**src/wbm_pkg.sv**
```systemverilog
/*
 * wbm_pkg
 * Shared widths, size codes and data types for the two-bank
 * Wishbone memory subsystem.
 */
package wbm_pkg;

  // one 8-byte word per bus beat
  localparam int data_width_c = 64;

  // one select bit per byte lane
  localparam int sel_width_c = data_width_c / 8;

  // zero bits appended to a word address to form a byte address
  localparam int byte_offset_c = 3;

  typedef logic [data_width_c-1:0] data_t;

  typedef logic [sel_width_c-1:0] sel_t;

  // log2 of the number of bytes a command moves
  typedef enum logic [1:0] {
    e_size_1 = 2'b00,
    e_size_2 = 2'b01,
    e_size_4 = 2'b10,
    e_size_8 = 2'b11
  } msg_size_e;

endpackage

```
**src/wb_mem_client.sv**
```systemverilog
/*
 * wb_mem_client
 * Bridges Wishbone classic cycles to uncached memory commands.
 * Decodes byte selects into a size code, replicates narrow write
 * data and turns the memory response into a Wishbone acknowledge.
 */
`timescale 1ns/1ns

module wb_mem_client #(
  parameter int adr_width_p = 4
) (
  input  logic                                        clk_i,
  input  logic                                        reset_i,

  // wishbone slave side
  input  logic [adr_width_p-1:0]                      adr_i,
  input  wbm_pkg::data_t                              dat_i,
  input  wbm_pkg::sel_t                               sel_i,
  input  logic                                        we_i,
  input  logic                                        cyc_i,
  input  logic                                        stb_i,
  output wbm_pkg::data_t                              dat_o,
  output logic                                        ack_o,

  // memory command
  output logic [adr_width_p+wbm_pkg::byte_offset_c-1:0] fwd_addr_o,
  output wbm_pkg::msg_size_e                          fwd_size_o,
  output logic                                        fwd_write_o,
  output wbm_pkg::data_t                              fwd_data_o,
  output logic                                        fwd_v_o,
  input  logic                                        fwd_ready_i,

  // memory response
  input  wbm_pkg::data_t                              rev_data_i,
  input  logic                                        rev_v_i,
  output logic                                        rev_ready_o
);

  typedef enum logic [1:0] {
    e_reset     = 2'b00,
    e_ready     = 2'b01,
    e_wait_resp = 2'b10
  } state_e;

  state_e             state_r;
  state_e             state_n;
  wbm_pkg::msg_size_e size;
  logic               req;

  assign req = cyc_i & stb_i;

  // only the exact patterns get a narrow size, everything else is a full word
  always_comb begin
    case (sel_i)
      wbm_pkg::sel_t'(8'h01): size = wbm_pkg::e_size_1;
      wbm_pkg::sel_t'(8'h03): size = wbm_pkg::e_size_2;
      wbm_pkg::sel_t'(8'h0f): size = wbm_pkg::e_size_4;
      default:                size = wbm_pkg::e_size_8;
    endcase
  end

  // copy the low bytes across the whole bus
  always_comb begin
    case (size)
      wbm_pkg::e_size_1: fwd_data_o = {8{dat_i[7:0]}};
      wbm_pkg::e_size_2: fwd_data_o = {4{dat_i[15:0]}};
      wbm_pkg::e_size_4: fwd_data_o = {2{dat_i[31:0]}};
      default:           fwd_data_o = dat_i;
    endcase
  end

  assign fwd_addr_o  = {adr_i, {wbm_pkg::byte_offset_c{1'b0}}};
  assign fwd_size_o  = size;
  assign fwd_write_o = we_i;
  assign dat_o       = rev_data_i;

  // responses are always taken
  assign rev_ready_o = 1'b1;

  always_comb begin
    state_n = state_r;
    fwd_v_o = 1'b0;
    ack_o   = 1'b0;
    case (state_r)
      e_reset: begin
        state_n = e_ready;
      end
      e_ready: begin
        fwd_v_o = req;
        if (req && fwd_ready_i) begin
          // a response already waiting completes the cycle at once
          if (rev_v_i) begin
            ack_o = 1'b1;
          end else begin
            state_n = e_wait_resp;
          end
        end
      end
      e_wait_resp: begin
        ack_o = rev_v_i;
        if (rev_v_i) begin
          state_n = e_ready;
        end
      end
      default: begin
        state_n = e_reset;
      end
    endcase
  end

  always_ff @(posedge clk_i) begin
    if (reset_i) begin
      state_r <= e_reset;
    end else begin
      state_r <= state_n;
    end
  end

  // master must keep the cycle open until it is acknowledged
  a_ack_in_cycle: assert property (@(posedge clk_i) disable iff (reset_i)
    ack_o |-> cyc_i);

endmodule

```
**src/mem_bank.sv**
```systemverilog
/*
 * mem_bank
 * Single-ported word memory. Takes one command at a time, applies
 * sized writes to the low bytes of a word and answers one cycle later.
 */
`timescale 1ns/1ns

module mem_bank #(
  parameter int depth_p = 16
) (
  input  logic                                           clk_i,
  input  logic                                           reset_i,

  // command
  input  logic [wbm_pkg::byte_offset_c+$clog2(depth_p)-1:0] fwd_addr_i,
  input  wbm_pkg::msg_size_e                             fwd_size_i,
  input  logic                                           fwd_write_i,
  input  wbm_pkg::data_t                                 fwd_data_i,
  input  logic                                           fwd_v_i,
  output logic                                           fwd_ready_o,

  // response
  output wbm_pkg::data_t                                 rev_data_o,
  output logic                                           rev_v_o,
  input  logic                                           rev_ready_i
);

  localparam int idx_width_lp = $clog2(depth_p);

  wbm_pkg::data_t          mem_r [depth_p];
  wbm_pkg::data_t          wr_mask;
  wbm_pkg::data_t          wr_word;
  wbm_pkg::data_t          rev_data_r;
  logic [idx_width_lp-1:0] word_addr;
  logic [idx_width_lp-1:0] idx;
  logic                    rev_v_r;
  logic                    accept;

  // word bits of the byte address, folded onto the array depth
  assign word_addr = fwd_addr_i[wbm_pkg::byte_offset_c +: idx_width_lp];
  assign idx       = idx_width_lp'(word_addr % depth_p);

  always_comb begin
    case (fwd_size_i)
      wbm_pkg::e_size_1: wr_mask = 64'h0000_0000_0000_00ff;
      wbm_pkg::e_size_2: wr_mask = 64'h0000_0000_0000_ffff;
      wbm_pkg::e_size_4: wr_mask = 64'h0000_0000_ffff_ffff;
      default:           wr_mask = '1;
    endcase
  end

  // merged word as it will be after the write
  assign wr_word = (mem_r[idx] & ~wr_mask) | (fwd_data_i & wr_mask);

  // one outstanding response at most
  assign fwd_ready_o = ~rev_v_r;
  assign accept      = fwd_v_i & fwd_ready_o;

  always_ff @(posedge clk_i) begin
    if (accept && fwd_write_i) begin
      mem_r[idx] <= wr_word;
    end
  end

  // writes echo the updated word
  always_ff @(posedge clk_i) begin
    if (accept) begin
      rev_data_r <= fwd_write_i ? wr_word : mem_r[idx];
    end
  end

  always_ff @(posedge clk_i) begin
    if (reset_i) begin
      rev_v_r <= 1'b0;
    end else if (accept) begin
      rev_v_r <= 1'b1;
    end else if (rev_ready_i) begin
      rev_v_r <= 1'b0;
    end
  end

  assign rev_data_o = rev_data_r;
  assign rev_v_o    = rev_v_r;

  // the bridge never stalls a response
  a_rev_taken: assert property (@(posedge clk_i) disable iff (reset_i)
    rev_v_o |-> rev_ready_i);

endmodule

```
**src/wb_bank_select.sv**
```systemverilog
/*
 * wb_bank_select
 * Steers each Wishbone cycle to one of two branches by the top
 * address bit and merges the branch acknowledges and read data.
 */
`timescale 1ns/1ns

module wb_bank_select #(
  parameter int adr_width_p = 5
) (
  input  logic           clk_i,
  input  logic           reset_i,
  input  logic           adr_msb_i,
  input  logic           cyc_i,
  input  logic           stb_i,
  output logic           cyc0_o,
  output logic           stb0_o,
  output logic           cyc1_o,
  output logic           stb1_o,
  input  logic           ack0_i,
  input  logic           ack1_i,
  input  wbm_pkg::data_t dat0_i,
  input  wbm_pkg::data_t dat1_i,
  output logic           ack_o,
  output wbm_pkg::data_t dat_o
);

  // the top bit picks the bank, so at least one word bit must remain
  if (adr_width_p < 2) begin : g_width_check
    $error("address too narrow for bank selection");
  end

  logic busy_r;
  logic sel_r;
  logic bank_sel;

  // first cycle uses the live address, then the captured choice
  assign bank_sel = busy_r ? sel_r : adr_msb_i;

  assign cyc0_o = cyc_i & ~bank_sel;
  assign stb0_o = stb_i & ~bank_sel;
  assign cyc1_o = cyc_i & bank_sel;
  assign stb1_o = stb_i & bank_sel;

  assign ack_o = ack0_i | ack1_i;
  assign dat_o = bank_sel ? dat1_i : dat0_i;

  always_ff @(posedge clk_i) begin
    if (reset_i) begin
      busy_r <= 1'b0;
    end else if (ack_o || !cyc_i) begin
      busy_r <= 1'b0;
    end else if (stb_i) begin
      busy_r <= 1'b1;
    end
  end

  always_ff @(posedge clk_i) begin
    if (!busy_r && cyc_i && stb_i) begin
      sel_r <= adr_msb_i;
    end
  end

  // only one branch ever owns the cycle
  a_one_ack: assert property (@(posedge clk_i) disable iff (reset_i)
    !(ack0_i && ack1_i));

endmodule

```
**src/wb_mem_subsystem.sv**
```systemverilog
/*
 * wb_mem_subsystem
 * Wishbone slave with two memory banks, each behind its own
 * command bridge, chosen by the top word-address bit.
 */
`timescale 1ns/1ns

module wb_mem_subsystem #(
  parameter int adr_width_p = 5,
  parameter int depth_p     = 16
) (
  input  logic                   clk_i,
  input  logic                   reset_i,
  input  logic [adr_width_p-1:0] adr_i,
  input  wbm_pkg::data_t         dat_i,
  input  wbm_pkg::sel_t          sel_i,
  input  logic                   we_i,
  input  logic                   cyc_i,
  input  logic                   stb_i,
  output wbm_pkg::data_t         dat_o,
  output logic                   ack_o
);

  // bank address drops the select bit
  localparam int branch_adr_width_lp = adr_width_p - 1;
  localparam int fwd_adr_width_lp    = branch_adr_width_lp + wbm_pkg::byte_offset_c;
  localparam int bank_adr_width_lp   = wbm_pkg::byte_offset_c + $clog2(depth_p);

  logic                        cyc [2];
  logic                        stb [2];
  logic                        ack [2];
  wbm_pkg::data_t              dat [2];
  logic [fwd_adr_width_lp-1:0] fwd_addr [2];
  wbm_pkg::msg_size_e          fwd_size [2];
  logic                        fwd_write [2];
  wbm_pkg::data_t              fwd_data [2];
  logic                        fwd_v [2];
  logic                        fwd_ready [2];
  wbm_pkg::data_t              rev_data [2];
  logic                        rev_v [2];
  logic                        rev_ready [2];

  wb_bank_select #(
    .adr_width_p(adr_width_p)
  ) wb_bank_select_i (
    .clk_i     (clk_i),
    .reset_i   (reset_i),
    .adr_msb_i (adr_i[adr_width_p-1]),
    .cyc_i     (cyc_i),
    .stb_i     (stb_i),
    .cyc0_o    (cyc[0]),
    .stb0_o    (stb[0]),
    .cyc1_o    (cyc[1]),
    .stb1_o    (stb[1]),
    .ack0_i    (ack[0]),
    .ack1_i    (ack[1]),
    .dat0_i    (dat[0]),
    .dat1_i    (dat[1]),
    .ack_o     (ack_o),
    .dat_o     (dat_o)
  );

  for (genvar b = 0; b < 2; b++) begin : g_branch
    wb_mem_client #(
      .adr_width_p(branch_adr_width_lp)
    ) wb_mem_client_i (
      .clk_i       (clk_i),
      .reset_i     (reset_i),
      .adr_i       (adr_i[branch_adr_width_lp-1:0]),
      .dat_i       (dat_i),
      .sel_i       (sel_i),
      .we_i        (we_i),
      .cyc_i       (cyc[b]),
      .stb_i       (stb[b]),
      .dat_o       (dat[b]),
      .ack_o       (ack[b]),
      .fwd_addr_o  (fwd_addr[b]),
      .fwd_size_o  (fwd_size[b]),
      .fwd_write_o (fwd_write[b]),
      .fwd_data_o  (fwd_data[b]),
      .fwd_v_o     (fwd_v[b]),
      .fwd_ready_i (fwd_ready[b]),
      .rev_data_i  (rev_data[b]),
      .rev_v_i     (rev_v[b]),
      .rev_ready_o (rev_ready[b])
    );

    mem_bank #(
      .depth_p(depth_p)
    ) mem_bank_i (
      .clk_i       (clk_i),
      .reset_i     (reset_i),
      .fwd_addr_i  (fwd_addr[b][bank_adr_width_lp-1:0]),
      .fwd_size_i  (fwd_size[b]),
      .fwd_write_i (fwd_write[b]),
      .fwd_data_i  (fwd_data[b]),
      .fwd_v_i     (fwd_v[b]),
      .fwd_ready_o (fwd_ready[b]),
      .rev_data_o  (rev_data[b]),
      .rev_v_o     (rev_v[b]),
      .rev_ready_i (rev_ready[b])
    );
  end

endmodule

```
**config.mk**
```make
export PLATFORM = sky130hd
export DESIGN_NAME = wb_mem_subsystem
export DESIGN_NICKNAME = d
export VERILOG_FILES = /design/src/wbm_pkg.sv /design/src/wb_mem_client.sv /design/src/mem_bank.sv /design/src/wb_bank_select.sv /design/src/wb_mem_subsystem.sv
export SDC_FILE = /design/constraint.sdc
export NUM_CORES = 2
export LEC_CHECK = 0
export BUFFER_PORTS_ARGS = -buffer_cell sky130_fd_sc_hd__buf_2
export CORE_UTILIZATION = 55
export CTS_BUF_LIST = sky130_fd_sc_hd__clkbuf_2 sky130_fd_sc_hd__clkbuf_4 sky130_fd_sc_hd__clkbuf_8
export CTS_CLUSTER_SIZE = 10
export DETAILED_ROUTE_END_ITERATION = 6
export GPL_ROUTABILITY_DRIVEN = 0
export GPL_TIMING_DRIVEN = 0
export PLACE_DENSITY = 0.74
export SLEW_MARGIN = 40
export SYNTH_ARGS = -nofsm -noshare
export SYNTH_HDL_FRONTEND = slang
export SYNTH_SLANG_ARGS = --single-unit
```
**constraint.sdc**
```tcl
create_clock -name clk_i -period 18 [get_ports clk_i]
set_input_delay 0.9 -clock clk_i [delete_from_list [all_inputs] [get_ports clk_i]]
set_output_delay 0.9 -clock clk_i [all_outputs]
set_load 0.05 [all_outputs]
```
* Yosys cells after proc, flatten, opt, wreduce, memory -nomap -nowiden
Memory sizes are Yosys's and may differ from the RTL's.
Cells that the tools add are included.
** Operators by class
- Equality and inequality tests :: 15
- Reduce and logical (&&, ||, !) cells :: 15
- Bitwise operators :: 18
- Multiplexer cells :: 29
** Operators with widths (number)
- $pmux W64 S3 :: 2
- $and A64 B64 Y64 :: 3
- $mux W64 :: 3
- $or A64 B64 Y64 :: 2
- $not A64 Y64 :: 1
- $pmux W2 S3 :: 3
- $mux W1 :: 13
- $mux W2 :: 6
- $and A1 B1 Y1 :: 8
- $eq A8 B1 Y1 const B :: 1
- $eq A8 B2 Y1 const B :: 1
- $eq A8 B4 Y1 const B :: 1
- $ne A2 B1 Y1 const B :: 4
- $eq A2 B1 Y1 const B :: 3
- $eq A2 B2 Y1 const B :: 3
- $logic_and A1 B1 Y1 :: 6
- $logic_not A2 Y1 :: 3
- $reduce_and A3 Y1 :: 2
- $ne A2 B2 Y1 const B :: 2
- $pmux W1 S2 :: 2
- $not A1 Y1 :: 3
- $logic_not A1 Y1 :: 2
- $reduce_or A2 Y1 :: 1
- $logic_or A1 B1 Y1 :: 1
- $or A1 B1 Y1 :: 1
** Storage, ports and cells
- Output and inout port bits :: 65
- RAM bits :: 2048
- Flip-flop bits (word level) :: 136
- Memories kept :: 2
- Logic and storage cells :: 87
- Input port bits :: 82
** Memory list
- g_branch[0].mem_bank_i.mem_r :: words 16, bits a word 64, rd ports 1, clocked after memory_dff 0, wr ports 1, RTL line mem_bank.sv:30 : wbm_pkg::data_t mem_r [depth_p];
- g_branch[1].mem_bank_i.mem_r :: words 16, bits a word 64, rd ports 1, clocked after memory_dff 0, wr ports 1, RTL line mem_bank.sv:30

* Depth between registers and ports, before layout
- Depth in word-level cells :: 10
- Mapped depth :: 9
- Gate-level depth less buffers :: 5

* By module
From an unflattened synthesis, not the netlist that was laid out.
** Unflattened totals
- Cells, all modules :: 4397
- Area total of the unflattened synthesis :: 88685.1 µm²
** By module, submodules not included
- mem_bank at g_branch[0].mem_bank_i :: times used 1, seq. area each 32691.4 µm², cells each 1925, area each 42080.4 µm²
- mem_bank at g_branch[1].mem_bank_i :: times used 1, seq. area each 32691.4 µm², cells each 1925, area each 42075.4 µm²
- wb_mem_client :: times used 2, seq. area each 40.0 µm², cells each 232, area each 1825.5 µm²
- wb_bank_select :: times used 1, seq. area each 50.0 µm², cells each 83, area each 878.3 µm²

* Worst setup path before layout
OpenSTA, ideal clock, no wires.
- Path type :: in2reg
- From :: input port adr_i[4]
- To :: memory g_branch[1].mem_bank_i.mem_r[15][0] (netlist name), enable pin
- Cell stages on the path :: 5
- Path slack :: 9806 ps
- Required time :: 17514 ps
- Path buffers :: 0
- Setup time :: 486 ps
- Arrival time :: 7708 ps
- Cell sequence :: mux2i_1 -> or4b_1 -> nor2_1 -> nand4_1 -> nor2_1
** Between the ends
- Longest elaborated chain between the ends :: 8
- Elaborated cells on any way between the ends :: 9
- Those cells by class :: mux (4); bitwise (4); reduce/logical (1)
** RTL lines
- start: declaration :: RTL line wb_mem_subsystem.sv:14 : input logic [adr_width_p-1:0] adr_i,
- $mux W1 * :: RTL line wb_bank_select.sv:38 : assign bank_sel = busy_r ? sel_r : adr_msb_i;
- $and A1 B1 Y1 (on tied branches) :: RTL line wb_bank_select.sv:42, wb_bank_select.sv:43
- $and A1 B1 Y1 * :: RTL line wb_mem_client.sv:50 : assign req = cyc_i & stb_i;
- $mux W1 * :: RTL line wb_mem_client.sv:84 : case (state_r)
- $and A1 B1 Y1 * :: RTL line mem_bank.sv:57 : assign accept = fwd_v_i & fwd_ready_o;
- net g_branch[1].mem_bank_i.accept :: RTL line mem_bank.sv:37 : logic accept;
- $logic_and A1 B1 Y1 * :: RTL line mem_bank.sv:60 : if (accept && fwd_write_i) begin
- $mux W1 * :: RTL line mem_bank.sv:60
- $mux W1 (not written as such) * :: RTL line mem_bank.sv:61 : mem_r[idx] <= wr_word;
- end: declaration :: RTL line mem_bank.sv:30
Mark *: on every way through the listed nets, which the timed path passes. The rest lies on a longest branch.

* Final worst setup path
- From :: register wb_bank_select_i.busy_r
- To :: output port dat_o[12]
** Between the ends
- Longest elaborated chain between the ends :: 2
** RTL lines
- start: declaration :: RTL line wb_bank_select.sv:33 : logic busy_r;
- start signal: assignment :: RTL line wb_bank_select.sv:50 : busy_r <= 1'b0;
- start signal: assignment :: RTL line wb_bank_select.sv:52 : busy_r <= 1'b0;
- start signal: assignment :: RTL line wb_bank_select.sv:54 : busy_r <= 1'b1;
- $mux W1 :: RTL line wb_bank_select.sv:38
- $mux W64 :: RTL line wb_bank_select.sv:46 : assign dat_o = bank_sel ? dat1_i : dat0_i;
- end: declaration :: RTL line wb_mem_subsystem.sv:20 : output wbm_pkg::data_t dat_o,
Every way passes these cells.

==> out/qor.yml <==
yosys_warnings: 0
io_buffer_count: 144
worst_path_largest_cell_delay_ns: 0.51
worst_skew_pair.late_latency_ns: 1.06
detailedPlace.worstSlack_ns: 13.18
number_of_rows_in_the_core_area: 142
outcome: "finished, final reports clean"
wl_per_cell_um: 33.1
drt-initial-drc-count: 6702
max-clock-path-buffers: 4
cts-buffers-inserted: 349
achievable-frequency_mhz: 225
worstSetupStartpointType: "flop"
cpMaxStageDelayCell: "sky130_fd_sc_hd__mux2_2"
grt_setup_unrepaired: "false"
synth-seq-cells: 2184
num-nets-final: 4675
hp-class: "primary input to flop"
multi_input_area_sq_um: 17900
drcViolationCount: 0
timing_hold_violations_final: 0
antenna_violations_before_repair: 18
place.detailed.hpwl_um: 153000
synth.area.top_cells: "sky130_fd_sc_hd__edfxtp_1 78%, sky130_fd_sc_hd__mux4_2 14%, sky130_fd_sc_hd__mux2_2 1.4%"
hold_path_startpoint: "adr_i[4]"
critical_path_required_ns: 17.10
synth.cells.most_frequent: "2,177 x sky130_fd_sc_hd__edfxtp_1, 512 x sky130_fd_sc_hd__mux4_2, 305 x sky130_fd_sc_hd__nand2_1"
grt.overflow.total: 0
initial_core_util: 0.557
fp.coreArea_sq_um: 151000
ios: 147
synth_top_family_by_area: "multiplexers"
post-synth-top-count-cell: "sky130_fd_sc_hd__edfxtp_1"
die_height_um: 393
tritoncts: "yes"
synth_async_sr_flop_share: 0
mapped_cell_area_sq_um: 83900
max-cap-violations: 0
dieArea_sq_um: 154000
timing.critical_path.to_type: "output port"
die_width_um: 393
setup-violations-final: 0
flow.area_growth_from_synthesis_pct: 17.1
utilization: 0.652
via_density_per_instance: 6.57
timing_worst_setup_path_type: "flop to output port"
synth_compound_area_frac: 0.0327
netlist.area_leader.share: 0.779
synth_edf_count: 2177
syn-mean-instance-area_sq_um: 21.5
cpMostUsedCell: "sky130_fd_sc_hd__clkbuf_2"
ys.flop_type: "sky130_fd_sc_hd__edfxtp_1"
drtAntennaViolNets: 0
nFillCells: 9412
period_share: 0.247
maxSlewHeadroom: 0.413
worst_path_cell_chain: "mux2i_1, clkbuf_2, buf_16, clkbuf_2, mux2_2, buf_2"
fraction_of_the_mapped_netlist_area_in_adder_cells: 0
fin_skew_ns: 0.0773
cts.sinks: 2184
post_cts_resize_count: 0
routed-via-count: 45000
drive_above_1_share: 0.352
pwr_density_cell_nw_per_um2: 103
tightestPinTransition_ns: 0.881
post-route-min-period_ns: 4.44
report.final.slew_viol_count: 0
cts-root-buf: "sky130_fd_sc_hd__clkbuf_8"
totalWireLength_um: 227000
cp.arrival_ns: 3.54
synth.distinct_cells: 38
layout_setup_ws_ns: 13.56
syn-num-nets: 3975
synth_xor_area_frac: 0.000104
hold_ws_ns: 0.0865
synth-simple-area-share: 0.0227
regToRegStartpoint: "wb_bank_select_i.busy_r$_SDFFE_PP0P_"
synth_cells: 3893
path_clk_slew_ns: 0.06
power.leakage_nw: 31.9
first_pass_grt_wire_length_um: 319000
cts_max_level: 5
cp_max_fo: 10
final-seq-area_sq_um: 65500
irDropWorstVdd_v: 0.0000722
finalSetupTns_ns: 0
first_global_vias: 45300
yosysTopAreaCell: "sky130_fd_sc_hd__edfxtp_1"
cts_hold_buffers: 0
synth_seq_area_share: 0.781
grt_max_degree: 35
critical_path.startpoint: "wb_bank_select_i.busy_r$_SDFFE_PP0P_"
drt-pass1-iter-count: 6
total_global_routing_track_utilization: 0.298
share_of_cell_area_taken_by_muxes_after_synthesis: 0.152
post_cts_buffers: 0
sequential cells by signal (all words and copies together), names as in the netlist:
signal / flops
wb_bank_select_i.sel_r: 1
g_branch.mem_bank_i.rev_data_o: 128
g_branch.mem_bank_i.rev_v_o: 2
g_branch.wb_mem_client_i.state_r: 4
g_branch.mem_bank_i.mem_r: 2048
wb_bank_select_i.busy_r: 1
placed cells by master (no fill, tap or decap), types with 5 or more instances in the layout:
cell type                    instances
sky130_fd_sc_hd__edfxtp_1         2177
sky130_fd_sc_hd__mux4_2            512
sky130_fd_sc_hd__clkbuf_8          363
sky130_fd_sc_hd__nand2_1           305
sky130_fd_sc_hd__buf_2             199
sky130_fd_sc_hd__a22o_1            134
sky130_fd_sc_hd__buf_8             108
sky130_fd_sc_hd__mux2_2            106
sky130_fd_sc_hd__clkbuf_4          105
sky130_fd_sc_hd__nor2_1             94
sky130_fd_sc_hd__clkbuf_1           89
sky130_fd_sc_hd__buf_16             89
sky130_fd_sc_hd__a22oi_1            84
sky130_fd_sc_hd__o21ai_2            70
sky130_fd_sc_hd__clkinv_1           68
sky130_fd_sc_hd__o21ai_0            52
sky130_fd_sc_hd__clkbuf_2           41
sky130_fd_sc_hd__nor2_4             34
sky130_fd_sc_hd__clkinv_2           34
sky130_fd_sc_hd__buf_1              20
sky130_fd_sc_hd__o22ai_1            17
sky130_fd_sc_hd__o21ai_1            12
sky130_fd_sc_hd__diode_2            11
sky130_fd_sc_hd__buf_4              10
sky130_fd_sc_hd__nor2b_1            10
sky130_fd_sc_hd__buf_6               8
sky130_fd_sc_hd__a21oi_1             8
sky130_fd_sc_hd__o21bai_1            8
sky130_fd_sc_hd__dfxtp_1             7
sky130_fd_sc_hd__or2_2               6
sky130_fd_sc_hd__a221oi_1            6
sky130_fd_sc_hd__nand2b_1            5
sky130_fd_sc_hd__clkinvlp_4          5
critical path, delay by kind of cell (launching register included):
kind / cells / cell delay (ns)
buf+inv: 4 / 1.23
flops: 1 / 0.39
mux: 2 / 0.87
kinds of logic after synthesis:
kind of cell | Yosys count
flops | 2184
xor+xnor | 1
compound gates | 393
mux | 619
simple gates | 476
buf+inv | 220
worst paths after layout:
path,depth (start not counted),end,slack (ns)
setup / recovery,6,dat_o[12],13.56
hold / removal,1,wb_bank_select_i.sel_r$_DFFE_PP_,0.09
setup reg to reg,12,g_branch[1].mem_bank_i.mem_r[12][53]$_DFFE_PP_,13.66
hold reg to reg,2,g_branch[0].wb_mem_client_i.state_r[0]$_SDFFE_PP0P_,0.52
area by class of cell:
cell class | instances | area share
timing repair buffer | 349 | 0.0497
inverter | 3 | 0.000115
antenna | 11 | 0.000280
buffer | 217 | 0.0103
clock inverter | 110 | 0.00563
clock buffer | 468 | 0.0589
multi-input combinational | 1489 | 0.182
tap | 2016 | 0.0257
sequential | 2184 | 0.667
routing by layer:
metal	GRT usage	vias up	part of all wire
li1	-	17700	-
met1	0.389	23200	0.34
met2	0.474	3373	0.48
met3	0.0693	703	0.12
met4	0.154	12	0.053
met5	0	-	0.00030
stage by stage:
stage / total power [mW] / cells / instance area, sq um
after detailed placement: 6.29 / 6257 / 91700
after global placement: 6.27 / 6053 / 87100
after global routing: 10.4 / 6841 / 98200
final: 10.2 / 6847 / 98200
after CTS: 10.2 / 6835 / 98000
after floorplan: 6.07 / 3893 / 83900
report_power, final:
part / switching (mW) / internal, mW / leakage [nW]
clock network: 1.86 / 2.11 / 3.38
registers: 0.00343 / 5.62 / 19.6
logic: 0.383 / 0.192 / 8.89
total: 2.25 / 7.92 / 31.9
No activity file was read; power rests on OpenSTA's default activity.
